## config.mk

```make
export PLATFORM = sky130hd
export DESIGN_NAME = cache_dram_fill
export DESIGN_NICKNAME = d
export VERILOG_FILES = /design/src/cache_pkg.sv /design/src/cache_dram_fill.sv /design/src/dram_fill_queue.sv /design/src/dram_req_issuer.sv /design/src/fill_fifo.sv
export SDC_FILE = /design/constraint.sdc
export NUM_CORES = 1
export LEC_CHECK = 0
export ABC_AREA = 0
export BUFFER_PORTS_ARGS = -buffer_cell sky130_fd_sc_hd__buf_2
export CAP_MARGIN = 20
export CORE_UTILIZATION = 54
export DETAILED_ROUTE_END_ITERATION = 16
export PLACE_DENSITY = 0.73
export SYNTH_ARGS = -nofsm -noshare
export SYNTH_HDL_FRONTEND = slang
export SYNTH_SLANG_ARGS = --single-unit
```

## constraint.sdc

```tcl
create_clock -name clk -period 9.25 [get_ports clk]
set_input_delay 1.3875 -clock clk [delete_from_list [all_inputs] [get_ports clk]]
set_output_delay 1.3875 -clock clk [all_outputs]
set_load 0.02 [all_outputs]
```

## src/cache_pkg.sv

```systemverilog
package cache_pkg;

	// **********************************************************************
	// sizes
	// **********************************************************************

	localparam int NUM_BANKS       = 4;
	localparam int BANK_IDX_W      = 2;   // index of one bank
	localparam int ADDR_W          = 32;  // cache line address
	localparam int DFQ_DEPTH       = 4;   // request vectors held in the fill fifo
	localparam int MAX_OUTSTANDING = 4;   // dram requests in flight

	localparam int FIFO_PTR_W = (DFQ_DEPTH > 1) ? $clog2(DFQ_DEPTH) : 1;
	localparam int FIFO_CNT_W = $clog2(DFQ_DEPTH + 1);
	localparam int CREDIT_W   = $clog2(MAX_OUTSTANDING + 1);

	// **********************************************************************
	// request types
	// **********************************************************************

	// one fill request per bank, pushed together in a single cycle
	typedef struct packed {
		logic [NUM_BANKS-1:0]             valid;
		logic [NUM_BANKS-1:0][ADDR_W-1:0] addr;
	} fill_vec_t;

	// single request toward dram, tagged with the bank that missed
	typedef struct packed {
		logic [ADDR_W-1:0]     addr;
		logic [BANK_IDX_W-1:0] bank;
	} dram_req_t;

	// issuer output register
	typedef enum logic {
		IDLE,  // register empty
		HOLD   // request waiting for dram_ready
	} issue_state_t;

endpackage

```

## src/cache_dram_fill.sv

```systemverilog
`timescale 1ns/1ps

module cache_dram_fill (
	input  logic                 clk,
	input  logic                 reset,

	// bank side
	input  logic                 fill_push,
	input  cache_pkg::fill_vec_t fill_vec,
	output logic                 fill_full,

	// dram side
	output logic                 dram_req_valid,
	output cache_pkg::dram_req_t dram_req,
	input  logic                 dram_ready,
	input  logic                 dram_rsp_valid
);
	import cache_pkg::*;

	logic      q_req_valid;
	logic      q_take;
	dram_req_t q_req;  // next request in bank order

	// **********************************************************************
	// request queue
	// **********************************************************************

	dram_fill_queue u_dram_fill_queue (
		.clk         (clk),
		.reset       (reset),
		.fill_push   (fill_push),
		.fill_vec    (fill_vec),
		.fill_full   (fill_full),
		.q_take      (q_take),
		.q_req_valid (q_req_valid),
		.q_req       (q_req)
	);

	// **********************************************************************
	// issuer toward dram
	// **********************************************************************

	dram_req_issuer u_dram_req_issuer (
		.clk            (clk),
		.reset          (reset),
		.q_req_valid    (q_req_valid),
		.q_req          (q_req),
		.q_take         (q_take),
		.dram_req_valid (dram_req_valid),
		.dram_req       (dram_req),
		.dram_ready     (dram_ready),
		.dram_rsp_valid (dram_rsp_valid)
	);

endmodule

```

## src/dram_fill_queue.sv

```systemverilog
`timescale 1ns/1ps

module dram_fill_queue (
	input  logic                 clk,
	input  logic                 reset,
	input  logic                 fill_push,
	input  cache_pkg::fill_vec_t fill_vec,
	output logic                 fill_full,
	input  logic                 q_take,
	output logic                 q_req_valid,
	output cache_pkg::dram_req_t q_req
);
	import cache_pkg::*;

	fill_vec_t                        head;
	logic                             fifo_empty;
	logic                             fifo_push;
	logic                             fifo_pop;

	logic [NUM_BANKS-1:0]             work_valid;  // banks of current vector still pending
	logic [NUM_BANKS-1:0][ADDR_W-1:0] work_addr;
	logic                             work_empty;

	logic [NUM_BANKS-1:0]             sel_valid;
	logic [NUM_BANKS-1:0][ADDR_W-1:0] sel_addr;
	logic [BANK_IDX_W-1:0]            sel_idx;
	logic                             take;

	assign fifo_push = fill_push && (|fill_vec.valid);  // empty vectors never enter

	fill_fifo u_fill_fifo (
		.clk      (clk),
		.reset    (reset),
		.push     (fifo_push),
		.in_data  (fill_vec),
		.pop      (fifo_pop),
		.out_data (head),
		.empty    (fifo_empty),
		.full     (fill_full)
	);

	// **********************************************************************
	// request selection
	// **********************************************************************

	assign work_empty = !(|work_valid);

	always_comb begin
		if (work_empty) begin
			sel_valid = fifo_empty ? '0 : head.valid;  // fresh vector from the fifo head
			sel_addr  = head.addr;
		end else begin
			sel_valid = work_valid;
			sel_addr  = work_addr;
		end
	end

	// lowest bank index wins
	always_comb begin
		sel_idx = '0;
		for (int i = NUM_BANKS - 1; i >= 0; i--) begin
			if (sel_valid[i]) begin
				sel_idx = BANK_IDX_W'(i);
			end
		end
	end

	assign q_req_valid = |sel_valid;
	assign q_req.addr  = sel_addr[sel_idx];
	assign q_req.bank  = sel_idx;

	assign take     = q_take && q_req_valid;
	assign fifo_pop = take && work_empty;  // head leaves on its first take

	always_ff @(posedge clk) begin
		if (reset) begin
			work_valid <= '0;
		end else if (take) begin
			work_valid <= sel_valid & ~(NUM_BANKS'(1) << sel_idx);
		end
	end

	always_ff @(posedge clk) begin
		if (take) begin
			work_addr <= sel_addr;
		end
	end

	// **********************************************************************
	// checks
	// **********************************************************************

	a_no_push_full: assert property (@(posedge clk) disable iff (reset)
		!(fill_push && fill_full))
		else $error("fill request vector lost, queue full");

	// an offered request stays put until the issuer takes it
	a_req_hold: assert property (@(posedge clk) disable iff (reset)
		(q_req_valid && !q_take) |=> (q_req_valid && $stable(q_req)))
		else $error("queued request changed before take");

endmodule

```

## src/dram_req_issuer.sv

```systemverilog
`timescale 1ns/1ps

module dram_req_issuer (
	input  logic                 clk,
	input  logic                 reset,
	input  logic                 q_req_valid,
	input  cache_pkg::dram_req_t q_req,
	output logic                 q_take,
	output logic                 dram_req_valid,
	output cache_pkg::dram_req_t dram_req,
	input  logic                 dram_ready,
	input  logic                 dram_rsp_valid
);
	import cache_pkg::*;

	issue_state_t        state;
	issue_state_t        state_nxt;
	dram_req_t           out_reg;
	logic [CREDIT_W-1:0] credits;  // free slots for requests in flight
	logic                credit_free;
	logic                take;

	assign credit_free = (credits != '0);
	assign q_take      = credit_free && ((state == IDLE) || dram_ready);
	assign take        = q_take && q_req_valid;

	assign dram_req_valid = (state == HOLD);
	assign dram_req       = out_reg;

	// **********************************************************************
	// output register
	// **********************************************************************

	always_comb begin
		state_nxt = state;
		case (state)
			IDLE: begin
				if (take) begin
					state_nxt = HOLD;
				end
			end
			HOLD: begin
				if (dram_ready && !take) begin
					state_nxt = IDLE;  // accepted, nothing behind it
				end
			end
			default: begin
				state_nxt = IDLE;
			end
		endcase
	end

	always_ff @(posedge clk) begin
		if (reset) begin
			state <= IDLE;
		end else begin
			state <= state_nxt;
		end
	end

	always_ff @(posedge clk) begin
		if (take) begin
			out_reg <= q_req;
		end
	end

	// **********************************************************************
	// credits
	// **********************************************************************

	always_ff @(posedge clk) begin
		if (reset) begin
			credits <= CREDIT_W'(MAX_OUTSTANDING);
		end else begin
			case ({take, dram_rsp_valid})
				2'b10: begin
					credits <= credits - 1'b1;
				end
				2'b01: begin
					credits <= credits + 1'b1;  // response frees a slot
				end
				default: begin
					credits <= credits;
				end
			endcase
		end
	end

	a_credit_bound: assert property (@(posedge clk) disable iff (reset)
		credits <= CREDIT_W'(MAX_OUTSTANDING))
		else $error("more responses than requests in flight");

	a_req_stable: assert property (@(posedge clk) disable iff (reset)
		(dram_req_valid && !dram_ready) |=> (dram_req_valid && $stable(dram_req)))
		else $error("dram request changed while stalled");

endmodule

```

## src/fill_fifo.sv

```systemverilog
`timescale 1ns/1ps

module fill_fifo (
	input  logic                 clk,
	input  logic                 reset,
	input  logic                 push,
	input  cache_pkg::fill_vec_t in_data,
	input  logic                 pop,
	output cache_pkg::fill_vec_t out_data,
	output logic                 empty,
	output logic                 full
);
	import cache_pkg::*;

	fill_vec_t             mem [DFQ_DEPTH];
	logic [FIFO_PTR_W-1:0] rd_ptr;
	logic [FIFO_PTR_W-1:0] wr_ptr;
	logic [FIFO_CNT_W-1:0] count;
	logic                  push_ok;
	logic                  pop_ok;

	function automatic logic [FIFO_PTR_W-1:0] ptr_inc(input logic [FIFO_PTR_W-1:0] ptr);
		if (ptr == FIFO_PTR_W'(DFQ_DEPTH - 1)) begin
			return '0;
		end
		return ptr + 1'b1;
	endfunction

	assign push_ok = push && !full;  // dropped when full
	assign pop_ok  = pop && !empty;

	assign empty    = (count == '0);
	assign full     = (count == FIFO_CNT_W'(DFQ_DEPTH));
	assign out_data = mem[rd_ptr];  // first word falls through

	always_ff @(posedge clk) begin
		if (push_ok) begin
			mem[wr_ptr] <= in_data;
		end
	end

	always_ff @(posedge clk) begin
		if (reset) begin
			rd_ptr <= '0;
			wr_ptr <= '0;
			count  <= '0;
		end else begin
			if (push_ok) begin
				wr_ptr <= ptr_inc(wr_ptr);
			end
			if (pop_ok) begin
				rd_ptr <= ptr_inc(rd_ptr);
			end
			case ({push_ok, pop_ok})
				2'b10: begin
					count <= count + 1'b1;
				end
				2'b01: begin
					count <= count - 1'b1;
				end
				default: begin
					count <= count;
				end
			endcase
		end
	end

	// **********************************************************************
	// checks
	// **********************************************************************

	a_count_bound: assert property (@(posedge clk) disable iff (reset)
		count <= FIFO_CNT_W'(DFQ_DEPTH))
		else $error("fill_fifo count above depth");

endmodule

```

## Yosys cells after proc, flatten, opt, wreduce, memory -nomap -nowiden

Memories as Yosys holds them, arrays and structs flattened. A register that Yosys moved wholly into a read port is not among the register bits.
Cells that the tools add are included.
Widths: inputs -> output; s select.

- Bits in registers: 177
- Memory bits (writable): 528
- Output and inout port bits: 36
- Word-level logic and storage cells: 78
- Memories kept: 1

- Add/subtract/negate cells: 6
- $lt $le $gt $ge: 1
- Eq/ne operators: 7
- Shift-type cells: 1
- Multiplexer cells: 28
- Bitwise operators: 3
- Reduce and logical (&&, ||, !) cells: 19

Memory list:

| name | words | width | read ports | clocked after Yosys merged registers in | wr ports | RTL line | RTL |
|---|---|---|---|---|---|---|---|
| u_dram_fill_queue.u_fill_fifo.mem | 4 | 132 | 1 | 1 | 1 | fill_fifo.sv:15 | `fill_vec_t mem [DFQ_DEPTH];` |

Operators with widths:

| kind | count |
|---|---|
| $mux 128 | 1 |
| $bmux 32 s2 | 1 |
| $mux 32 | 1 |
| $mux 2 | 10 |
| $pmux 3 s2 | 2 |
| $reduce_or 4->1 | 3 |
| $mux 1 | 10 |
| $eq 2x2->1 const B | 4 |
| $mux 4 | 2 |
| $logic_and 1x1->1 | 7 |
| $add 3x1->3 const B | 2 |
| $sub 3x1->3 const B | 2 |
| $add 2x1->2 const B | 2 |
| $and 4x4->4 | 1 |
| $eq 2x1->1 const B | 2 |
| $logic_not 1->1 | 4 |
| $not 4->4 | 1 |
| $reduce_bool 2->1 | 2 |
| $shl 1x2->4 const A | 1 |
| $eq 3x3->1 const B | 1 |
| $logic_not 3->1 | 1 |
| $lt 2x3->1 const B | 1 |
| $reduce_bool 3->1 | 1 |
| $pmux 1 s2 | 1 |
| other kinds (2) | 2 |

## Longest topological paths before layout

- Depth in word-level cells: 12
- Gate-level depth with buffers: 11
- Mapped depth without buffers: 10

## Modules after synthesis

Synthesis repeated with hierarchy kept, for this count alone.

- Cells, all modules: 1326
- Area total of the unflattened synthesis: 27836.7 µm²

Modules (own cells, without submodules):

| module | times used | cells each | area an instance (µm²) | seq. area each (µm²) |
|---|---|---|---|---|
| fill_fifo | 1 | 744 | 19522.5 | 16035.4 |
| dram_fill_queue | 1 | 528 | 7083.0 | 3923.8 |
| dram_req_issuer | 1 | 54 | 1231.2 | 1101.1 |

## Worst setup path before layout

No wires, ideal clock.

- Kind: input -> register
- Start: input port dram_ready
- End: register u_dram_fill_queue.work_addr[0] in the netlist's numbering (enable)
- Library setup time: 514 ps
- Arrival time: 4998 ps
- Data required time: 8736 ps
- Setup slack: 3738 ps
- Cell stages on the path: 4
- Buffers on the path: 0
- Path through: nand2b_1 o31ai_1 a21o_1 inv_1

- Longest elaborated chain between the ends: 3

RTL lines:

| what | RTL line | RTL |
|---|---|---|
| start, declared | cache_dram_fill.sv:15 | `input logic dram_ready,` |
| $logic_or 1x1->1 | dram_req_issuer.sv:24 | `assign q_take = credit_free && ((state == IDLE) \|\| dram_ready);` |
| $logic_and 1x1->1 | dram_req_issuer.sv:24 |  |
| $logic_and 1x1->1 | dram_fill_queue.sv:72 | `assign take = q_take && q_req_valid;` |
| via u_dram_fill_queue.take | dram_fill_queue.sv:27 | `logic take;` |
| end signal, assigned | dram_fill_queue.sv:85 | `work_addr <= sel_addr;` |
| end, declared | dram_fill_queue.sv:21 | `logic [NUM_BANKS-1:0][ADDR_W-1:0] work_addr;` |

The timed path passes the listed nets, and every way through them passes these cells.
A chain may end at the register's enable or synchronous reset.

## Final worst setup path

- Start: register u_dram_fill_queue.work_valid[0]
- End: register u_dram_fill_queue.work_addr[45] in the netlist's numbering (enable)

- Longest elaborated chain between the ends: 4

RTL lines:

| what | RTL line | RTL |
|---|---|---|
| start, declared | dram_fill_queue.sv:20 | `logic [NUM_BANKS-1:0] work_valid;` |
| start signal, assigned | dram_fill_queue.sv:79 | `work_valid <= sel_valid & ~(NUM_BANKS'(1) << sel_idx);` |
| $reduce_or 4->1 | dram_fill_queue.sv:46 | `assign work_empty = !(\|work_valid);` |
| $mux 4 * | dram_fill_queue.sv:49 | `if (work_empty) begin` |
| $reduce_or 4->1 * | dram_fill_queue.sv:68 | `assign q_req_valid = \|sel_valid;` |
| $logic_and 1x1->1 * | dram_fill_queue.sv:72 |  |
| via u_dram_fill_queue.take | dram_fill_queue.sv:27 |  |

Mark *: on every way through the listed nets, which the timed path passes. The rest lies on a longest branch.

==> results by group <==
Outcome
  • Status: finished, final reports clean

Route
  • Final ANT Viol Nets: 0
  • Via count: 13281
  • Drt first-iter violations: 1178
  • DR vias/cell: 6.12
  • DR pass1 iterations: 7
  • Total Wirelength: 56900 um
  • Post-route DRC: 0
  • Drt wl/cell: 26.2 um

Logic synthesis
  • Adder-Cell Fraction of Synth Area: 0.465%
  • Synth Flop Type: edfxtp_1
  • Syn Area/Cell: 21.9 um^2
  • Post-synth EDFFs: 690
  • Xor and xnor area share after synthesis: 0.128%
  • Largest family of logic cells by synthesized area: multiplexers
  • #FFs+latches synth: 707
  • Synth Area in Simple Gates: 1.99%
  • FFs w/ async S/R, synth: 0%
  • Yosys warning count: 0
  • Post-Syn Area: 0.0275 mm^2
  • Post-synthesis compound-gate area fraction: 3.01%
  • Synth cell types: 43
  • Seq/Total Area, Yosys: 76.7%
  • Mux contribution to synthesized area: 16.2%
  • Mapped Nets: 1402
  • Gate Count Post-Synth: 1256

Placement
  • RePlAce Congestion: 0.777
  • Detail Placement HPWL: 33600 um
  • Port bufs: 172

Global routing
  • Initial antenna violation count: 16
  • GRT overflow: 0
  • Largest net degree at the start of global routing: 85
  • Global Route Usage Sum: 22.7%
  • Global-route wire length before repair: 84800 um
  • Number of global-route vias before repair: 13532

Worst setup path
  • CP required: 9.47 ns
  • Crit path capture type: flop
  • Worst setup path category: flop to flop
  • Crit path DAT: 4.98 ns
  • Reg2reg start: u_dram_fill_queue.work_valid[0]
  • Crit path max fanout: 84
  • R2r endpoint: u_dram_fill_queue.work_addr[45]
  • Worst r2r path cells: 8
  • Startpoint types: flop
  • R2R Setup Slk: 4.48 ns

Die
  • DIE AREA: 0.0518 mm^2
  • Die Height: 228 um
  • Site Rows: 82
  • Initial core utilization: 54.8%
  • Core area: 0.0502 mm^2
  • Chip width: 228 um
  • Ports: 173

Clock network
  • Post-CTS setup buffers: 0
  • H-tree levels: 3
  • CTS root buffer: clkbuf_16
  • Cts bufs inserted: 72
  • Cts hold-fix bufs: 0
  • Bufs on Longest Clock Path: 3
  • Clock Latency Late Sink: 0.61 ns
  • CTS tree: built
  • Clock sinks: 707
  • Resized Gates After CTS: 0
  • Clk slew on worst S/H paths: 0.06 ns

Hold path
  • Hold endpoint: u_dram_req_issuer.credits[2]
  • Worst Hold Launch: u_dram_req_issuer.credits[2]
  • Hold path cells: 2
  • Hold Path Class: flop to flop

Power
  • Tot Pwr: 0.0116 W
  • Worst VDD drop: 0.295 mV
  • PD cells: 370 mW/mm^2
  • Leakage power total: 10.1 nW

Layout
  • Area delta synth->final: 13.8%
  • Most frequent cells in the layout: edfxtp_1 (690), buf_2 (172), mux4_2 (132)
  • Most common cell after layout, fill and taps aside: edfxtp_1
  • Share of post-route cells with drive strength above 1: 38.6%
  • Nets: 1592

Run
  • Max_cap viols: 0

Timing
  • Final Skew: 0.0329 ns
  • Slew Viols, Final: 0
  • Fmax: 210 MHz
  • Actual slew at the worst max-slew pin: 1.06 ns
  • Setup violators final: 0
  • Setup TNS: 0 ns
  • Final min period: 4.77 ns
  • Fin. Hold Viols: 0
  • Period utilization: 51.5%
  • Slew HR: 29.6%
  • Unrepaired setup endpoints after global routing: false
## report_power, final
group | internal, W | total, W | switching (W) | leakage [nW]
Clock | 0.00162 | 0.00280 | 0.00117 | 1.09
Sequential | 0.00471 | 0.00494 | 0.000236 | 6.54
Combinational | 0.00149 | 0.00383 | 0.00234 | 2.50
Total | 0.00782 | 0.0116 | 0.00375 | 10.1
## area by class of cell
class	count	area (um^2)
Timing Repair Buffer	193	1020
Tap cell	672	841
Fill cell	3400	18900
Sequential cell	707	21100
Multi-Input combinational cell	463	6050
Clock inverter	29	289
Inverter	9	38.8
Antenna cell	1	2.50
Clock buffer	96	1950
## synth_stat cells (2+ instances only)
| cell type | number | area [um^2] |
|---|---|---|
| edfxtp_1 | 690 | 20700 |
| mux4_2 | 132 | 2970 |
| mux2_2 | 128 | 1440 |
| a21oi_1 | 35 | 175 |
| buf_2 | 35 | 175 |
| clkbuf_1 | 33 | 124 |
| a22oi_1 | 32 | 240 |
| o32ai_1 | 32 | 280 |
| nor4b_1 | 22 | 193 |
| dfxtp_1 | 17 | 340 |
| nor2_1 | 16 | 60.1 |
| nor4b_2 | 10 | 150 |
| inv_1 | 9 | 33.8 |
| ha_1 | 7 | 87.6 |
| and2_1 | 6 | 37.5 |
| buf_6 | 5 | 56.3 |
| mux2i_1 | 5 | 50.1 |
| xor2_1 | 4 | 35.0 |
| and3_1 | 3 | 18.8 |
| or3_1 | 3 | 18.8 |
| a31oi_1 | 2 | 12.5 |
| a32o_1 | 2 | 20.0 |
| buf_1 | 2 | 7.51 |
| buf_4 | 2 | 15.0 |
| fa_1 | 2 | 40.0 |
| nand2_1 | 2 | 7.51 |
| nor3_1 | 2 | 10.0 |
| nor4_1 | 2 | 12.5 |
| o21ai_0 | 2 | 10.0 |
## state kept, by name, indices dropped and copies added, names as in the netlist, named ones only
register,cells
u_dram_fill_queue.u_fill_fifo.count,3
u_dram_fill_queue.u_fill_fifo.mem,528
u_dram_fill_queue.u_fill_fifo.rd_ptr,2
u_dram_fill_queue.u_fill_fifo.wr_ptr,2
u_dram_fill_queue.work_addr,128
u_dram_fill_queue.work_valid,4
u_dram_req_issuer.credits,3
u_dram_req_issuer.dram_req,34
u_dram_req_issuer.dram_req_valid,1
## per-stage QoR
stage,hold slack [ns],instances,setup WS (ns),instance area (um^2),utilization (%)
floorplan,0.462,1256,3.74,27500,-
finish,0.518,2170,4.48,31300,62.3
detailed placement,0.512,2044,4.53,29000,57.8
global route,0.560,2169,4.18,31300,62.3
global placement,0.475,2044,4.56,29000,57.8
CTS,0.525,2169,4.50,31300,62.3
## layer usage
| layer | track usage, % | up-vias | part of all wire [%] |
|---|---|---|---|
| met2 | 36.9 | 448 | 50 |
| met1 | 30.4 | 7004 | 41 |
| met3 | 5.95 | 110 | 7.4 |
| met5 | 0 | - | 0.26 |
| li1 | - | 5695 | - |
| met4 | 6.84 | 24 | 2.0 |
## worst max-delay path, cell delays in order (launching register included)
cell and delay [ns]:
dfxtp_2 0.31, buf_4 0.29, nor4_4 0.33, buf_4 0.78, a31oi_2 0.40, and2_1 0.30
a21o_1 0.28, inv_6 0.60, buf_4 0.89
## worst max path at each step
stage                                                from                               to  slack [ns]  depth (start not counted)
after floorplan                                dram_ready   u_dram_fill_queue.work_addr[0]        3.74                          4
final                     u_dram_fill_queue.work_valid[0]  u_dram_fill_queue.work_addr[45]        4.48                          8
after detailed placement                             flop  u_dram_fill_queue.work_addr[56]        4.53                          7
after CTS                                            flop   u_dram_req_issuer.dram_req[20]        4.50                          7
after global routing                                 flop   u_dram_req_issuer.dram_req[20]        4.18                          7
after global placement                               flop  u_dram_fill_queue.work_addr[56]        4.56                          7
## kinds of logic (layout without fill, tap and decap cells)
group | after synthesis | after routing
and+or+nand+nor | 70 | 70
DFF | 707 | 707
xor gates and xnor gates | 4 | 4
buffers and inverters | 86 | 327
adders and majority gates | 9 | 9
other | 0 | 1
muxes | 265 | 265
AOI/OAI and AO/OA | 115 | 115
(Power assumes the default switching activity.)
